### config.mk
export PLATFORM = sky130hd
export DESIGN_NAME = hbus_request_router
export DESIGN_NICKNAME = d
export VERILOG_FILES = /design/src/logic/hbus_pkg.sv /design/src/logic/hbus_request_router.sv
export SDC_FILE = /design/constraint.sdc
export NUM_CORES = 1
export LEC_CHECK = 0
export ABC_AREA = 1
export BUFFER_PORTS_ARGS = -buffer_cell sky130_fd_sc_hd__buf_2
export CAP_MARGIN = 20
export CORE_AREA = 3 3 81 83
export DETAILED_ROUTE_END_ITERATION = 8
export DIE_AREA = 0 0 84 86
export PLACE_DENSITY = 0.8
export SLEW_MARGIN = 20
export SYNTH_ARGS = -nofsm -noshare
export SYNTH_HDL_FRONTEND = slang
export SYNTH_SLANG_ARGS = --single-unit
### constraint.sdc
create_clock -name main_clock_i -period 1 [get_ports main_clock_i]
set_input_delay 0.1 -clock main_clock_i [delete_from_list [all_inputs] [get_ports main_clock_i]]
set_output_delay 0.1 -clock main_clock_i [all_outputs]
set_load 0.03 [all_outputs]
### src/logic/hbus_pkg.sv
// hbus package with the bus geometry, channel sizing and address layout of the memory subsystem
package hbus_pkg;

    ////////////////////
    // data widths
    ////////////////////

    localparam int NARROW_WIDTH = 32;  // processor side word
    localparam int WIDE_WIDTH   = 128; // one channel line
    localparam int NUM_LANES    = WIDE_WIDTH / NARROW_WIDTH;
    localparam int LANE_BITS    = $clog2(NUM_LANES);

    ////////////////////
    // channels
    ////////////////////

    localparam int NUM_CHANNELS  = 4;
    localparam int CHANNEL_BITS  = $clog2(NUM_CHANNELS);
    localparam int CHANNEL_DEPTH = 16; // lines per channel
    localparam int ROW_BITS      = $clog2(CHANNEL_DEPTH);

    // router, two channel stages, merger
    localparam int READ_LATENCY = 4;

    ////////////////////
    // address layout
    ////////////////////

    localparam int ADDR_WIDTH  = 32;
    localparam int OFFSET_BITS = $clog2(NARROW_WIDTH / 8); // byte within a word
    localparam int UNUSED_BITS = ADDR_WIDTH - ROW_BITS - CHANNEL_BITS - LANE_BITS
                                 - OFFSET_BITS;

    // Consecutive words fill the lanes of a line first, then move on to the
    // next channel, so a linear sweep touches every channel before reusing one.
    // Everything above the row is dropped and the space repeats every 1 KiB.
    typedef union packed {
        logic [ADDR_WIDTH-1:0] flat; // byte address as seen on the port
        struct packed {
            logic [UNUSED_BITS-1:0]  unused;  // aliased away
            logic [ROW_BITS-1:0]     row;
            logic [CHANNEL_BITS-1:0] channel;
            logic [LANE_BITS-1:0]    lane;    // word within the line
            logic [OFFSET_BITS-1:0]  offset;  // zero for word access
        } fields;
    } hbus_addr_u;

endpackage : hbus_pkg

### src/logic/hbus_request_router.sv
// hbus request router, widens narrow requests into lines and strobes the addressed channel
module hbus_request_router (
    input  logic                              main_clock_i,
    input  logic                              main_reset_ni,

    // narrow request port
    input  logic                              req_valid_i,
    input  logic                              req_write_i,
    input  hbus_pkg::hbus_addr_u              req_addr_i,
    input  logic [hbus_pkg::NARROW_WIDTH-1:0] req_wdata_i,

    // broadcast to all channels, only the selected one acts
    output logic [hbus_pkg::NUM_CHANNELS-1:0] chan_sel_o,
    output logic                              chan_write_o,
    output logic [hbus_pkg::ROW_BITS-1:0]     chan_row_o,
    output logic [hbus_pkg::LANE_BITS-1:0]    chan_lane_o,
    output logic [hbus_pkg::WIDE_WIDTH-1:0]   chan_wdata_o,
    output logic [hbus_pkg::NUM_LANES-1:0]    chan_lane_en_o
);

    import hbus_pkg::*;

    logic [NUM_CHANNELS-1:0] chan_sel_d;
    logic [NUM_LANES-1:0]    lane_en_d;

    ////////////////////
    // address decode
    ////////////////////

    always_comb begin
        chan_sel_d = '0;
        if (req_valid_i) begin
            chan_sel_d[req_addr_i.fields.channel] = 1'b1;
        end
    end

    // one lane written, the others keep their contents
    always_comb begin
        lane_en_d = '0;
        lane_en_d[req_addr_i.fields.lane] = 1'b1;
    end

    ////////////////////
    // request register
    ////////////////////

    always_ff @(posedge main_clock_i or negedge main_reset_ni) begin
        if (!main_reset_ni) begin
            chan_sel_o <= '0;
        end else begin
            chan_sel_o <= chan_sel_d; // zero on idle cycles
        end
    end

    always_ff @(posedge main_clock_i) begin
        if (req_valid_i) begin
            chan_write_o   <= req_write_i;
            chan_row_o     <= req_addr_i.fields.row;
            chan_lane_o    <= req_addr_i.fields.lane; // read tag
            chan_wdata_o   <= {NUM_LANES{req_wdata_i}}; // word copied into every lane
            chan_lane_en_o <= lane_en_d;
        end
    end

    // only whole words travel on this port
    offset_aligned_a : assert property (
        @(posedge main_clock_i) disable iff (!main_reset_ni)
        req_valid_i |-> (req_addr_i.fields.offset == '0)
    ) else $error("hbus router: unaligned request address %h", req_addr_i.flat);

endmodule : hbus_request_router

# After elaboration in Yosys (flattened, before gate mapping)

Cells that the tools add are included.
Widths: inputs -> output; s select.

Bits in registers: 143
Output and inout bits: 143
Word-level logic and storage cells: 17

Order comparisons: 4
Mux-type cells: 5
Reduce and logical (&&, ||, !) cells: 2

Operator list:

| cell               | count |
|---|---|
| $lt 2x3->1 const B | 2 |
| $demux 1 s2        | 2 |
| $ge 2x1->1 const B | 2 |
| $mux 4             | 1 |
| $logic_and 1x1->1  | 2 |
| $mux 1             | 2 |

# Depth between registers and ports, before layout

Depth after elaboration: 5
Mapped depth: 3

# Worst setup path before layout

OpenSTA, ideal clock, no wires.

Path kind: reg2out
From: register chan_wdata_o[100] (netlist name)
To: output chan_wdata_o[100] (netlist name)
Arrival time: 763 ps
Data required time: 900 ps
Path slack: 137 ps
Cell stages (with the launch flop): 2
Path buffers: 1
Path through: edfxtp_1 > buf_4

RTL lines:

| element                | RTL line                  | source |
|---|---|---|
| from (decl)            | hbus_request_router.sv:17 | `output logic [hbus_pkg::WIDE_WIDTH-1:0] chan_wdata_o,` |
| from (signal assigned) | hbus_request_router.sv:60 | `chan_wdata_o <= {NUM_LANES{req_wdata_i}};` |

No word-level cell between the ends.

==> flow_summary.yaml <==
outcome:
  outcome: "finished, violations left"
  violations: "negative setup slack"
pwr:
  net-switching-power_mw: 1.95
  seqPwrFrac: 0.443
  clkPwrFrac: 0.186
  netSwitchingFraction: 0.344
  vdd_drop_max_mv: 0.973
  p_leak_nw: 1.73
  intPower_mw: 3.72
  powerDensity_nw_per_um2: 1520
  finalPower_mw: 5.67
  combPwrFrac: 0.370
sta:
  setup_ws_ns: -0.102
  rsz0062_at_grt: "true"
  fmax_ghz: 0.907
  timing_worst_slew_pin_value_ns: 0.279
  holdWs_ns: 0.0469
  slew_headroom: 0.814
  slew_viol_final: 0
  timing.final.crit_period_ns: 1.10
  hold_violations: 0
  finalCritPeriodShare: 1.10
  fin_setup_tns_ns: -8.25
  setup_viol: 128
grt:
  grtUsageTotal: 0.158
  overflow: 0
  grt_pass1_vias: 1623
  grt_max_degree: 46
  grt_antenna_before_repair: 0
  grt_pass1_wl_um: 8820
synthesis:
  ys_seq_area_frac: 0.642
  synth_seq_cells: 47
  synth_fa_ha_area_frac: 0
  syn_nets: 226
  synthDistinctLibCells: 6
  synthXorXnorAreaFrac: 0
  syn_inst: 158
  synth_compound_area_frac: 0
  syn-cell-area_sq_um: 2170
  synth.mux.area_fraction: 0
  synth-simple-area-share: 0.0173
  syn_avg_cell_area_sq_um: 13.7
  yosysWarnings: 0
  synth_top_family_by_area: "buffers and inverters"
worst_setup_path:
  crit_path_max_fanout: 4
  cp_data_arrival_time_ns: 1.00
  path_cells: "buf_6"
  critPathKind: "reg -> out"
  cp_slowest_cell: "edfxtp_1"
  path_buf_inv: 1
  slowest_delay_ns: 0.52
  cp_top_family: "flip-flops"
  crit_path_start_kind: "flop"
  crit_required_ns: 0.90
  worst_setup_path_end_kind: "output port"
clock_tree:
  cts_sinks: 47
  path_clk_slew_ns: 0.08
  htreeDepth: 2
  clockBufferDepth: 2
  root_buffer: "clkbuf_8"
  cts_buffers: 5
  post-cts-setup-buffer-count: 0
  tritoncts: "built"
placed_design:
  gp_congestion: 0.763
  port_buffers: 186
  place_inst: 324
  hpwl_um: 3630
routing:
  wirelength_um: 5860
  drt_iter0_drc: 16
  drcViolationCount: 0
  viasPerCell: 4.02
  ant_nets: 0
  first_pass_iters: 3
  via_count: 1492
  wl_per_cell_um: 15.8
die:
  dieArea_sq_um: 7220
  core_area_sq_um: 5920
  ios: 211
  die_h_um: 86
  rows: 28
  start_util: 0.366
  die_w_um: 84
cells_and_area:
  drive_gt1_frac: 0.649
  diodes: 0
  final_nets: 363
  area_growth_syn_to_layout_pct: 72.0
  layout.cells.non_filler: 371
run:
  drv_cap: 0
min_path:
  hp-class: "in -> reg"
## state kept, by name, summed over array words and instances (netlist names)
name            cells
chan_wdata_o       32
chan_lane_en_o      4
chan_row_o          4
chan_sel_o          4
chan_lane_o         2
chan_write_o        1
## stage by stage
| stage | setup slack (ns) | utilization | instance area [sq um] |
|---|---|---|---|
| 2_1_floorplan | 0.137 | - | 2170 |
| 3_3_place_gp | 0.221 | 0.421 | 2490 |
| 3_5_place_dp | 0.202 | 0.421 | 2490 |
| 4_1_cts | -0.0993 | 0.619 | 3660 |
| 5_1_grt | -0.149 | 0.630 | 3730 |
| 6_report | -0.102 | 0.630 | 3730 |
## cells in the mapped netlist
cell      number  area share
edfxtp_1      43        0.60
dfrtp_1        4       0.046
nor2_1         7       0.012
nand2_1        3      0.0052
buf_4         96        0.33
inv_1          5      0.0087
## cells by family after synthesis
family        Yosys count
buf+inv               101
simple gates           10
flops                  47
## power by group through the flow
stage | Combinational, mW | Sequential, mW | Clock, mW
2_1_floorplan | 1.07 | 2.76 | 0
3_3_place_gp | 1.52 | 2.44 | 0
3_5_place_dp | 1.53 | 2.46 | 0
4_1_cts | 2.05 | 2.50 | 1.11
5_1_grt | 2.17 | 2.54 | 1.19
6_report | 2.10 | 2.51 | 1.06
## routing by layer
layer | GRT usage | routed length, um
met1 | 0.144 | 1720
met2 | 0.329 | 3570
met3 | 0.0509 | 502
met4 | 0.0409 | 75
met5 | 0 | 0
## cells in the final DEF, fill, tap and decap left out
master / count
buf_6: 121
buf_2: 61
edfxtp_1: 43
dlygate4sd3_1: 39
nor2_1: 7
inv_1: 5
clkbuf_8: 5
dfrtp_1: 4
buf_4: 4
nand2_1: 3
clkbuf_1: 3
buf_12: 1
## final cells by class
type | instances | area [sq um]
fillers | 426 | 2190
repair buffers | 226 | 2110
flip-flops and latches | 47 | 1390
well taps | 75 | 93.8
clock buffers | 8 | 80.1
multi-input cells | 10 | 37.5
inverters | 5 | 18.8
## worst paths after layout
path / start / to / slack, ns / cells after the start
worst min-delay path: req_addr_i[3] / chan_lane_o[1] / 0.05 / 1
worst max-delay path: chan_wdata_o[96] / chan_wdata_o[32] / -0.10 / 1
min in group asynchronous: main_reset_ni / chan_sel_o[1] / 0.14 / 2
max in group asynchronous: main_reset_ni / chan_sel_o[3] / 0.74 / 2
## what timing repair did
action / 4_1_cts / 5_1_grt
gates resized for setup: 225 / 30
endpoints found under the setup margin: 128 / 129
hold buffers: 39 / 0
hold endpoints to repair: 43 / 0
(Power assumes the default switching activity.)
