$ cat src/logic/hbus_pkg.sv
// hbus package with the bus geometry, channel sizing and address layout of the memory subsystem
package hbus_pkg;

    ////////////////////
    // data widths
    ////////////////////

    localparam int NARROW_WIDTH = 32;  // processor side word
    localparam int WIDE_WIDTH   = 128; // one channel line
    localparam int NUM_LANES    = WIDE_WIDTH / NARROW_WIDTH;
    localparam int LANE_BITS    = $clog2(NUM_LANES);

    ////////////////////
    // channels
    ////////////////////

    localparam int NUM_CHANNELS  = 4;
    localparam int CHANNEL_BITS  = $clog2(NUM_CHANNELS);
    localparam int CHANNEL_DEPTH = 16; // lines per channel
    localparam int ROW_BITS      = $clog2(CHANNEL_DEPTH);

    // router, two channel stages, merger
    localparam int READ_LATENCY = 4;

    ////////////////////
    // address layout
    ////////////////////

    localparam int ADDR_WIDTH  = 32;
    localparam int OFFSET_BITS = $clog2(NARROW_WIDTH / 8); // byte within a word
    localparam int UNUSED_BITS = ADDR_WIDTH - ROW_BITS - CHANNEL_BITS - LANE_BITS
                                 - OFFSET_BITS;

    // Consecutive words fill the lanes of a line first, then move on to the
    // next channel, so a linear sweep touches every channel before reusing one.
    // Everything above the row is dropped and the space repeats every 1 KiB.
    typedef union packed {
        logic [ADDR_WIDTH-1:0] flat; // byte address as seen on the port
        struct packed {
            logic [UNUSED_BITS-1:0]  unused;  // aliased away
            logic [ROW_BITS-1:0]     row;
            logic [CHANNEL_BITS-1:0] channel;
            logic [LANE_BITS-1:0]    lane;    // word within the line
            logic [OFFSET_BITS-1:0]  offset;  // zero for word access
        } fields;
    } hbus_addr_u;

endpackage : hbus_pkg

$ cat src/logic/hbus_response_merge.sv
// hbus response merger, picks the answering channel and cuts the requested word from its line
module hbus_response_merge (
    input  logic                              main_clock_i,
    input  logic                              main_reset_ni,

    // one response slot per channel
    input  logic [hbus_pkg::NUM_CHANNELS-1:0] chan_valid_i,
    input  logic [hbus_pkg::NUM_CHANNELS-1:0][hbus_pkg::WIDE_WIDTH-1:0] chan_line_i,
    input  logic [hbus_pkg::NUM_CHANNELS-1:0][hbus_pkg::LANE_BITS-1:0]  chan_lane_i,

    // narrow read response
    output logic                              rsp_valid_o,
    output logic [hbus_pkg::NARROW_WIDTH-1:0] rsp_rdata_o
);

    import hbus_pkg::*;

    logic [WIDE_WIDTH-1:0]   sel_line;
    logic [LANE_BITS-1:0]    sel_lane;
    logic [NARROW_WIDTH-1:0] sel_word;

    // at most one channel answers per cycle, so a plain scan is enough
    always_comb begin
        sel_line = '0;
        sel_lane = '0;
        for (int c = 0; c < NUM_CHANNELS; c++) begin
            if (chan_valid_i[c]) begin
                sel_line = chan_line_i[c];
                sel_lane = chan_lane_i[c];
            end
        end
    end

    assign sel_word = sel_line[sel_lane*NARROW_WIDTH +: NARROW_WIDTH]; // wide to narrow

    ////////////////////
    // output register
    ////////////////////

    always_ff @(posedge main_clock_i or negedge main_reset_ni) begin
        if (!main_reset_ni) begin
            rsp_valid_o <= 1'b0;
        end else begin
            rsp_valid_o <= |chan_valid_i;
        end
    end

    always_ff @(posedge main_clock_i) begin
        if (|chan_valid_i) begin
            rsp_rdata_o <= sel_word;
        end
    end

    // equal channel latency plus one request per cycle keeps responses apart
    single_responder_a : assert property (
        @(posedge main_clock_i) disable iff (!main_reset_ni)
        $onehot0(chan_valid_i)
    ) else $error("hbus merge: several channels responded at once (%b)", chan_valid_i);

endmodule : hbus_response_merge

$ cat config.mk
export PLATFORM = sky130hd
export DESIGN_NAME = hbus_response_merge
export DESIGN_NICKNAME = d
export VERILOG_FILES = /design/src/logic/hbus_pkg.sv /design/src/logic/hbus_response_merge.sv
export SDC_FILE = /design/constraint.sdc
export NUM_CORES = 1
export LEC_CHECK = 0
export BUFFER_PORTS_ARGS = -buffer_cell sky130_fd_sc_hd__buf_2
export CORE_AREA = 3 3 216 218
export CTS_BUF_LIST = sky130_fd_sc_hd__clkbuf_4
export CTS_CLUSTER_SIZE = 20
export DETAILED_ROUTE_END_ITERATION = 8
export DIE_AREA = 0 0 219 221
export PLACE_DENSITY = 0.33
export SLEW_MARGIN = 20
export SYNTH_ARGS = -nofsm -noshare
export SYNTH_HDL_FRONTEND = slang
export SYNTH_SLANG_ARGS = --single-unit
export TNS_END_PERCENT = 20
$ cat constraint.sdc
create_clock -name main_clock_i -period 0.8 [get_ports main_clock_i]
set_clock_uncertainty 0.05 [all_clocks]
set_input_delay 0.16 -clock main_clock_i [delete_from_list [all_inputs] [get_ports main_clock_i]]
set_output_delay 0.16 -clock main_clock_i [all_outputs]
set_load 0.03 [all_outputs]
**Yosys cells after proc, flatten, opt, wreduce, memory -nomap -nowiden**

Cells that the tools add are included.

- $add $sub $neg: 0
- Multiply operators: 0
- Div/mod/pow operators: 0
- Order comparisons: 0
- Equal/unequal tests: 0
- Shift operators: 1
- Mux-type cells: 8
- Bitwise operators: 0
- Reductions and logical operators: 1

Operator list:

| cell | number |
|---|---|
| 128-bit 2-to-1 mux | 4 |
| 128-bit by 8-bit indexed part select with 32-bit output | 1 |
| 2-bit 2-to-1 mux | 4 |
| 4-bit OR reduction | 1 |

- Register bits: 33
- Bits in latches: 0
- Memory bits (writable): 0
- Bits in read-only memories: 0
- Input port bits: 526
- Output and inout port bits: 33
- Word-level logic and storage cells: 12
- Memories: 0

**Depth between registers and ports, before layout**

- Depth after elaboration: 5
- Gate-level depth with buffers: 8
- Mapped depth without buffers: 5

**Worst setup path before layout**

Ideal clock, no wire load.

- Path type: input -> register
- Start point: in chan_valid_i[2] in the netlist's numbering
- End point: reg rsp_rdata_o[0] in the netlist's numbering (enable)
- Data arrival time: 1.450 ns
- Data required time: 0.268 ns
- Path slack: -1.182 ns
- Cell stages on the path: 4
- Path through: nor2_2 buf_2 buf_1 nand2_1

- Cells in the longest elaborated chain, start to end: 1

RTL lines:

| what | line | text |
|---|---|---|
| start, declared | hbus_response_merge.sv:7 | `input logic [hbus_pkg::NUM_CHANNELS-1:0] chan_valid_i,` |
| 4-bit OR reduction | hbus_response_merge.sv:49 | `if (\|chan_valid_i) begin` |
| end signal, assigned | hbus_response_merge.sv:50 | `rsp_rdata_o <= sel_word;` |
| end, declared | hbus_response_merge.sv:13 | `output logic [hbus_pkg::NARROW_WIDTH-1:0] rsp_rdata_o` |

No other way between the ends.
A chain may end at the register's enable or synchronous reset.

**Worst setup path after layout**

- Start point: in chan_valid_i[1] in the netlist's numbering
- End point: reg rsp_rdata_o[23] in the netlist's numbering, data pin

- Cells in the longest elaborated chain, start to end: 4
- Elaborated cells between the ends (all ways): 7

RTL lines:

| what | line | text |
|---|---|---|
| 128-bit 2-to-1 mux / 2-bit 2-to-1 mux (equally long branches) (3 in series) | hbus_response_merge.sv:27 | `if (chan_valid_i[c]) begin` |
| 128-bit by 8-bit indexed part select with 32-bit output (*) | hbus_response_merge.sv:34 | `assign sel_word = sel_line[sel_lane*NARROW_WIDTH +: NARROW_WIDTH];` |
| via sel_word[23] | hbus_response_merge.sv:20 | `logic [NARROW_WIDTH-1:0] sel_word;` |

Mark *: on every way through the listed nets, which the timed path passes. The rest lies on a longest branch.

==> out/qor.csv <==
metric,value,unit
status,"finished, violations left",
violations,setup timing,
crit_family,buffers and inverters,
place_congestion,0.840,
synthToLayoutAreaGrowth,99.0,%
synth-xor-area-share,0,%
path_buf_inv,5,
switching_share,42.1,%
setup.worst_path.end_class,flop,
hold_path_depth,5,
p_per_area,1110,nW/um2
cp_cell_sequence,buf_8 > buf_6 > a22oi_2 > a21oi_4 > buf_6 > buf_12 > buf_16 > mux2i_2 > mux2i_1,
final_max_slew_viol_count,0,
cts_num_sinks,33,
routed_via_density,4.31,
synth_top_family_by_area,compound AO/OA/AOI/OAI gates,
hold_end,rsp_rdata_o[29],
synthesis.nets,1133,
cts-root-buf,clkbuf_4,
slowest_delay,0.35,ns
relSlewSlack,51.7,%
cts_tree,built,
synth-compound-area-share,49.4,%
yosysSeqAreaShare,19.9,%
synth_seq_cells,33,
start_util,11.0,%
grt_overflow,0,
crit_top_cell,buf_6,
portBuffers,558,
drc,0,
hpwlAfterDp,29700,um
crit_start,chan_valid_i[1],
tns,-40.17,ns
nets,1721,
core-area,45100,um2
clk_pin_slew,0.15,ns
setup_violations,98,
postSynthAreaPerCell,8.16,um2
antenna_left,0,
cts-buffers-inserted,5,
intPower,6320,uW
tightestPinTransition,0.725,ns
grt_max_degree,66,
ctsHtreeMaxLevel,2,
instances_no_fill,1799,
min-delay-start,chan_line_i[349],
vdd_drop_max,0.000344,V
die_area,48400,um2
p_clk_share,11.3,%
syn_inst,607,
place_ws,-1.32,ns
dr.pass1.iters,4,
start_kind,input port,
grt_usage,14.8,%
synth_cell_types,23,
hp-class,in -> reg,
via_count,7753,
synthSimpleGateAreaFrac,0.833,%
power.switching,4600,uW
place_inst,1761,
rsz0062_at_grt,yes,
ios,559,
die_height,221,um
maxCapViolations,0,
finish.utilization,21.9,%
fp.dieW,219,um
cts_buffer_depth,2,
slowest_stage,a22oi_2,
comb_power_share,65.7,%
drt-total-wl,39700,um
row_count,78,
fmax,667,MHz
layout_worst_path_cycle_share,188,%
fin_ws,-0.700,ns
crit_arrival,1.59,ns
drive_gt1_share,58.3,%
first_global_vias,8132,
crit_fanout,7,
leakagePower,0.00465,uW
drt_iter0_markers,331,
antenna_found_initial,3,
power_frac_seq,23.0,%
grt_pass1_wl,52500,um
ys_warn_count,0,
wire_per_inst,22.0,um
critPathRequiredTime,0.89,ns
synthAdderAreaFrac,0,%
final_hold_viol_count,0,
setup.worst_path.class,in -> reg,
period_needed,1.50,ns
synthMuxAreaShare,19.4,%
synth.cell_area,4960,um2
[per-stage QoR]
stage          hold slack (ns)  total power [uW]  instance area, um2
4_1_cts                  0.187             10900                9600
3_3_place_gp            -0.115              8480                8810
3_5_place_dp            -0.113              8450                8810
6_report                 0.239             10900                9860
2_1_floorplan           -0.186              5550                5000
5_1_grt                  0.257             11600                9860
[cells in the final DEF, fill, tap and decap left out, types with 3 or more instances in the layout]
cell type,count
a21oi_1,125
a22oi_1,128
buf_12,17
buf_16,7
buf_2,522
buf_4,55
buf_6,43
buf_8,6
bufbuf_16,4
clkbuf_16,5
clkbuf_4,8
diode_2,3
edfxtp_1,32
mux2i_1,81
mux2i_2,10
mux2i_4,5
o22ai_1,127
[repair_timing]
| item | 4_1_cts | 5_1_grt |
|---|---|---|
| hold buffers | 2 | 0 |
| gates resized for setup | 112 | 16 |
| cloned | 8 | 5 |
| buffers inserted | 7 | 5 |
| hold endpoints to repair | 1 | 0 |
| pin swaps | 3 | 3 |
| setup endpoints to repair | 98 | 98 |
[final cells by class]
cell class	instances	area, um2
diodes	3	7.51
inverters	2	10.0
fillers	5150	35200
multi-input cells	491	3630
well taps	600	751
flip-flops and latches	33	986
clock inverters	1	3.75
clock buffers	7	52.6
repair buffers	662	4420
[worst max-delay path by stage]
| stage | end | cells past startpoint |
|---|---|---|
| after floorplan | rsp_rdata_o[12] | 8 |
| final | rsp_rdata_o[23] | 9 |
| after global routing | rsp_rdata_o[23] | 9 |
| after global placement | rsp_rdata_o[30] | 8 |
| after detailed placement | rsp_rdata_o[30] | 8 |
| after CTS | rsp_rdata_o[23] | 9 |
[kinds of logic after synthesis]
group	Yosys count
DFF	33
buffers and inverters	83
and+or+nand+nor	6
muxes	96
AOI/OAI and AO/OA	389
[worst min-delay path, delay by kind of cell]
family | cells | cell delay, ns
multiplexers | 2 | 0.19
AO/OA/AOI/OAI | 2 | 0.16
buffers and inverters | 1 | 0.07
[Yosys cell counts (all sizes together)]
master	instances	share of area [%]
nor3b	1	0.15
mux2i	96	19
a21oi	129	13
a221oi	1	0.18
nor2	2	0.20
buf	59	8.6
nand2b	1	0.13
dfrtp	1	0.50
nor2b	1	0.28
clkbuf	22	1.7
a22oi	130	20
nand2	1	0.076
inv	2	0.15
o22ai	129	16
edfxtp	32	19
[metal layers]
layer,routed length [um],share of wire (%),GRT usage (%)
met5,0,0,0
met4,1320,3.3,5.33
met3,2710,6.8,2.87
met2,19500,49,26.3
met1,16100,41,17.5
[state kept, by name (all words and copies together), names as in the netlist]
| name | flops |
|---|---|
| rsp_rdata_o | 32 |
| rsp_valid_o | 1 |
[power by group through the flow]
stage	sequential [uW]	combinational, uW	clock, uW
6_report	2510	7170	1230
3_5_place_dp	2470	5970	0
2_1_floorplan	3170	2370	0
4_1_cts	2530	7000	1360
3_3_place_gp	2480	6000	0
5_1_grt	2550	7680	1410
(Power assumes the default switching activity.)
