`src/logic/hbus_pkg.sv`:
```
// hbus package with the bus geometry, channel sizing and address layout of the memory subsystem
package hbus_pkg;

    ////////////////////
    // data widths
    ////////////////////

    localparam int NARROW_WIDTH = 32;  // processor side word
    localparam int WIDE_WIDTH   = 128; // one channel line
    localparam int NUM_LANES    = WIDE_WIDTH / NARROW_WIDTH;
    localparam int LANE_BITS    = $clog2(NUM_LANES);

    ////////////////////
    // channels
    ////////////////////

    localparam int NUM_CHANNELS  = 4;
    localparam int CHANNEL_BITS  = $clog2(NUM_CHANNELS);
    localparam int CHANNEL_DEPTH = 16; // lines per channel
    localparam int ROW_BITS      = $clog2(CHANNEL_DEPTH);

    // router, two channel stages, merger
    localparam int READ_LATENCY = 4;

    ////////////////////
    // address layout
    ////////////////////

    localparam int ADDR_WIDTH  = 32;
    localparam int OFFSET_BITS = $clog2(NARROW_WIDTH / 8); // byte within a word
    localparam int UNUSED_BITS = ADDR_WIDTH - ROW_BITS - CHANNEL_BITS - LANE_BITS
                                 - OFFSET_BITS;

    // Consecutive words fill the lanes of a line first, then move on to the
    // next channel, so a linear sweep touches every channel before reusing one.
    // Everything above the row is dropped and the space repeats every 1 KiB.
    typedef union packed {
        logic [ADDR_WIDTH-1:0] flat; // byte address as seen on the port
        struct packed {
            logic [UNUSED_BITS-1:0]  unused;  // aliased away
            logic [ROW_BITS-1:0]     row;
            logic [CHANNEL_BITS-1:0] channel;
            logic [LANE_BITS-1:0]    lane;    // word within the line
            logic [OFFSET_BITS-1:0]  offset;  // zero for word access
        } fields;
    } hbus_addr_u;

endpackage : hbus_pkg

```
`src/logic/hbus_channel.sv`:
```
// hbus memory channel, line storage with lane-enable writes and a two-stage read pipeline
module hbus_channel (
    input  logic                            main_clock_i,
    input  logic                            main_reset_ni,

    // request from the router
    input  logic                            sel_i,
    input  logic                            write_i,
    input  logic [hbus_pkg::ROW_BITS-1:0]   row_i,
    input  logic [hbus_pkg::LANE_BITS-1:0]  lane_i,
    input  logic [hbus_pkg::WIDE_WIDTH-1:0] wdata_i,
    input  logic [hbus_pkg::NUM_LANES-1:0]  lane_en_i,

    // read response towards the merger
    output logic                            rsp_valid_o,
    output logic [hbus_pkg::WIDE_WIDTH-1:0] rsp_line_o,
    output logic [hbus_pkg::LANE_BITS-1:0]  rsp_lane_o
);

    import hbus_pkg::*;

    logic [WIDE_WIDTH-1:0] mem_q [CHANNEL_DEPTH];

    logic                  rd_valid_q; // first read stage
    logic [WIDE_WIDTH-1:0] rd_line_q;
    logic [LANE_BITS-1:0]  rd_lane_q;

    ////////////////////
    // line storage
    ////////////////////

    always_ff @(posedge main_clock_i) begin
        if (sel_i && write_i) begin
            for (int l = 0; l < NUM_LANES; l++) begin
                if (lane_en_i[l]) begin
                    mem_q[row_i][l*NARROW_WIDTH +: NARROW_WIDTH] <=
                        wdata_i[l*NARROW_WIDTH +: NARROW_WIDTH];
                end
            end
        end
    end

    ////////////////////
    // read pipeline
    ////////////////////

    always_ff @(posedge main_clock_i or negedge main_reset_ni) begin
        if (!main_reset_ni) begin
            rd_valid_q  <= 1'b0;
            rsp_valid_o <= 1'b0;
        end else begin
            rd_valid_q  <= sel_i && !write_i;
            rsp_valid_o <= rd_valid_q;
        end
    end

    // array sampled in stage one, lane tag rides along
    always_ff @(posedge main_clock_i) begin
        if (sel_i && !write_i) begin
            rd_line_q <= mem_q[row_i];
            rd_lane_q <= lane_i;
        end
        if (rd_valid_q) begin
            rsp_line_o <= rd_line_q;
            rsp_lane_o <= rd_lane_q;
        end
    end

    // a write touches exactly one word of the line
    single_lane_write_a : assert property (
        @(posedge main_clock_i) disable iff (!main_reset_ni)
        (sel_i && write_i) |-> $onehot(lane_en_i)
    ) else $error("hbus channel: write with lane enables %b", lane_en_i);

endmodule : hbus_channel

```
`config.mk`:
```
export PLATFORM = sky130hd
export DESIGN_NAME = hbus_channel
export DESIGN_NICKNAME = d
export VERILOG_FILES = /design/src/logic/hbus_pkg.sv /design/src/logic/hbus_channel.sv
export SDC_FILE = /design/constraint.sdc
export NUM_CORES = 2
export LEC_CHECK = 0
export BUFFER_PORTS_ARGS = -buffer_cell sky130_fd_sc_hd__buf_2
export CAP_MARGIN = 10
export CORE_MARGIN = 3
export CORE_UTILIZATION = 65
export DETAILED_ROUTE_END_ITERATION = 7
export PLACE_DENSITY = 0.86
export RECOVER_POWER = 50
export SLEW_MARGIN = 10
export SYNTH_ARGS = -nofsm -noshare
export SYNTH_HDL_FRONTEND = slang
export SYNTH_SLANG_ARGS = --single-unit
```
`constraint.sdc`:
```
create_clock -name main_clock_i -period 5.4 [get_ports main_clock_i]
set_input_delay 0.81 -clock main_clock_i [delete_from_list [all_inputs] [get_ports main_clock_i]]
set_output_delay 0.81 -clock main_clock_i [all_outputs]
set_load 0.03 [all_outputs]
```
==> After elaboration in Yosys (flattened, before gate mapping) <==
Memory sizes are Yosys's and may differ from the RTL's. A register that Yosys moved wholly into a read port is not among the register bits.
Index checks and enable logic that the tools add are counted.
{ "totals": {"memories": 1, "romBits": 0, "in_bits": 142, "latch_bits": 0, "ff_bits": 134, "mem_bits_rw": 2048} }
{ "classes": {"n_addsub": 0, "reduce_logical": 3, "multipliers": 0, "div": 0, "magnitude_cmp": 0, "mux": 12, "n_eq_ne": 0, "shifts": 0, "n_bitwise": 0} }
{ "memory_table": {"columns": ["name", "words", "word_bits", "read_ports", "rd_clocked_by_memory_dff", "wr", "line_no", "text"], "rows": [
  ["mem_q", 16, 128, 1, 1, 1, "hbus_channel.sv:22", "logic [WIDE_WIDTH-1:0] mem_q [CHANNEL_DEPTH];"]
]} }
{ "ops": {"columns": ["cell", "n"], "rows": [
  ["$mux W1", 12],
  ["$logic_and A1 B1 Y1", 2],
  ["$logic_not A1 Y1", 1]
]} }

==> Depth between registers and ports, before layout <==
{ "logic_depth": {"ltp_word": 3, "depth_mapped": 6, "mapped_depth_nobuf": 3} }

==> Worst setup path before layout <==
No wires, ideal clock.
{ "synth_path": {"path_kind": "input port to flip-flop", "from": "input port write_i", "to": "register rd_valid_q", "setup_ns": 0.733, "setup_slack_ns": -1.938, "t_arrival_ns": 6.605, "required_ns": 4.667, "stages": 1, "path_cell_list": "nor2b_1"} }
{ "synth_between": {"elab_chain_cells": 2} }
{ "synth_rtl": {"columns": ["element", "line_no", "text"], "rows": [
  ["start, declared", "hbus_channel.sv:8", "input logic write_i,"],
  ["$logic_not A1 Y1", "hbus_channel.sv:52", "rd_valid_q <= sel_i && !write_i;"],
  ["$logic_and A1 B1 Y1", "hbus_channel.sv:52", null],
  ["end signal, assigned", "hbus_channel.sv:52", null],
  ["end, declared", "hbus_channel.sv:24", "logic rd_valid_q;"]
]} }
Every way passes these cells.
A chain may end at the register's enable or synchronous reset.

==> Final worst setup path <==
{ "layout_path": {"from": "input port sel_i", "to": "register rd_line_q[83], read port of mem_q (enable)"} }
{ "layout_between": {"elab_chain_cells": 1} }
{ "layout_rtl": {"columns": ["element", "line_no", "text"], "rows": [
  ["start, declared", "hbus_channel.sv:7", "input logic sel_i,"],
  ["$logic_and A1 B1 Y1", "hbus_channel.sv:59", "if (sel_i && !write_i) begin"],
  ["end, declared", "hbus_channel.sv:25", "logic [WIDE_WIDTH-1:0] rd_line_q;"]
]} }
Every way passes these cells.

==> qor.yml <==
p_sw_share_pct: 21.03
vias: 40610
drtIter0Drc: 5900
portBuffers: 272
gp_congestion: 0.7761
slew_headroom_pct: -82.83
worst_clock_skew_ns: 0.03999
crit_arrival_ns: 4.26
final_cells: 5802
dieHeight_um: 367.4
worst_pin_slew_ns: 2.737
yosysMostFrequentCell: "edfxtp_1"
grt_pass1_vias: 42600
p_leak_nw: 30.23
wl_um: 207100
finalHoldViolCount: 0
power.switching_mw: 7.695
slew_viol_final: 122
synth_nets: 3620
synthToLayoutAreaGrowth_pct: 12.52
hpwl_um: 104300
h-tree-depth: 4
cts_root_buf: "clkbuf_16"
die_width_um: 367.4
period_minus_slack_ns: 3.791
synth_area_um2: 84900
async_flop_share_pct: 0.08658
cts_sinks: 2310
synthCells: 3478
cts_buffers: 212
grt_max_degree: 137
hp-start: "lane_i[0]"
vias_per_cell: 6.999
fin_crit_sh_pct: 70.21
synthTopCellsByCount: "edfxtp_1 (2,308), mux4_2 (448), a22oi_1 (256)"
critPathMaxFanout: 32
pre_cts_ws_ns: 1.513
critPathCaptureType: "flip-flop"
route.detailed.drc: 0
place_area_um2: 88770
fin_nets: 4022
synth_top_area_share_pct: 81.63
vdd_ir_drop_max_uv: 314.4
power_frac_clock_pct: 41.1
holdWs_ns: 0.1530
wl_met1_um: 70060
cts_tree: "done"
r2r_cells: 1
synth-main-ff-cell: "edfxtp_1"
critical_path_class: "in -> reg"
grtUsageTotal_pct: 31.48
p_comb_share_pct: 4.1
grt_first_pass_wirelength_um: 302400
status: "complete, but fails checks"
synth_edf_count: 2308
intPower_mw: 28.89
synth.avg_cell_area_um2: 24.41
start_util_pct: 65.99
min_path_type: "in -> reg"
placed_cells: 5393
ys_seq_area_share_pct: 81.69
ys_ff_latch: 2310
final_layout_size_suffix_gt1_share_pct: 26.46
crit-reg2reg-capture: "rsp_line_o[108]"
ios: 273
max_freq_mhz: 263.8
num_rows: 131
ys_types: 18
synth_top_area_cell: "edfxtp_1"
wl_per_cell_um: 35.70
clock_path_buffers: 3
postRouteAntennaNets: 0
tns_ns: 0
cp-start-kind: "primary input"
wl_met2_um: 103800
core-area_um2: 128700
cts_hold_buf: 1
ff2ff_setup_slack_ns: 1.92
violations: "capacitance limit, slew limit"
max_cap_viol_count: 4
antenna_found_initial: 22
synthTopCellsByArea: "edfxtp_1 (82%), mux4_2 (12%), a22oi_1 (2.3%), mux4_1 (2.0%), nand2_1 (0.62%)"
endpoint: "rd_line_q[83]"
final_area_um2: 95530
route.met3.wl_um: 24370
ys_warn_count: 0
p_per_area_nw_per_um2: 383.0
fin_util_pct: 74.25
post-cts-setup-buffer-count: 0
path_clk_slew_ns: 0.06
finalSetupViolCount: 0
pwr-share-seq_pct: 54.8
critPathLaunch: "sel_i"
cts_resized: 0
overflow: 0
required_ns: 5.86
totalPowerFinal_mw: 36.59
rsz0062_at_grt: "no"
die_area_um2: 135000
firstDrtPassIters: 6
insertion_delay_ns: 0.86
r2r_start: "rd_valid_q"
top_layer: "met5"
setup_slack_ns: 1.609
## per-layer routing
metal	global-route usage, %	up-vias
met5	0	-
met4	12.73	14
met3	8.471	565
met2	50.58	3164
met1	41.88	21080
li1	-	15790
## worst min-delay path by stage
| stage | end | slack, ns | depth (start not counted) |
|---|---|---|---|
| 3_3_place_gp | rsp_line_o[37] | 0.40 | 0 |
| 2_1_floorplan | rsp_lane_o[0] | 0.40 | 0 |
| 5_1_grt | rd_lane_q[1] | 0.11 | 1 |
| 6_report | rd_lane_q[0] | 0.15 | 1 |
| 3_5_place_dp | rsp_line_o[1] | 0.40 | 0 |
| 4_1_cts | rd_lane_q[0] | 0.09 | 1 |
## worst max-delay path, cell delays in order
cell	delay (ns)
clkbuf_1	0.48
nor2b_1	2.11
buf_4	0.81
## power groups by stage
stage          logic (mW)  clock network, mW  registers, mW
2_1_floorplan       0.794                  0           20.5
3_3_place_gp         1.41                  0           20.4
3_5_place_dp         1.47                  0           20.4
4_1_cts              1.51               15.1           20.0
5_1_grt              1.59               15.8           20.1
6_report             1.50               15.0           20.0
## final cells by class
class / instances / area [um2]
diodes: 14 / 35.03
clock buffers: 244 / 5510
clock inverters: 149 / 1388
fillers: 6362 / 33140
multi-input cells: 989 / 15050
flip-flops and latches: 2310 / 69360
well taps: 1729 / 2163
repair buffers: 367 / 2029
## kinds of logic (layout without fill, tap and decap cells)
group | count (synthesis) | in the layout | synth area share, %
muxes | 512 | 512 | 13.86
DFF | 2310 | 2310 | 81.69
other | 0 | 14 | 0
and+or+nand+nor | 221 | 221 | 1.014
AOI/OAI and AO/OA | 256 | 256 | 2.264
buffers and inverters | 179 | 760 | 1.167
## sequential cells by signal (all words and copies together), names as in the netlist
| name | cells |
|---|---|
| rsp_line_o | 128 |
| rd_line_q | 128 |
| rd_valid_q | 1 |
| rsp_lane_o | 2 |
| rd_lane_q | 2 |
| rsp_valid_o | 1 |
| mem_q | 2048 |
## placed cells by master (no fill, tap or decap), types with 2 or more instances in the layout
cell | synthesis | layout
clkbuf_2 | 0 | 2
mux4_2 | 448 | 448
nand3_1 | 7 | 4
buf_4 | 18 | 84
buf_2 | 27 | 140
nand2_1 | 141 | 141
nor2_4 | 0 | 59
buf_8 | 2 | 2
edfxtp_1 | 2308 | 2308
clkinvlp_4 | 0 | 13
buf_12 | 0 | 8
clkinv_2 | 0 | 56
inv_6 | 0 | 7
dfrtp_1 | 2 | 2
clkbuf_16 | 0 | 216
bufinv_16 | 0 | 23
clkbuf_1 | 69 | 158
a22oi_1 | 256 | 256
clkinv_1 | 0 | 45
nor2b_4 | 0 | 2
clkinv_8 | 0 | 3
nor3_2 | 0 | 4
mux4_1 | 64 | 64
nor2_1 | 62 | 3
diode_2 | 0 | 14
nor2b_1 | 5 | 3
nand3_2 | 0 | 3
inv_16 | 0 | 2
Power figures use the tool's default switching activity.
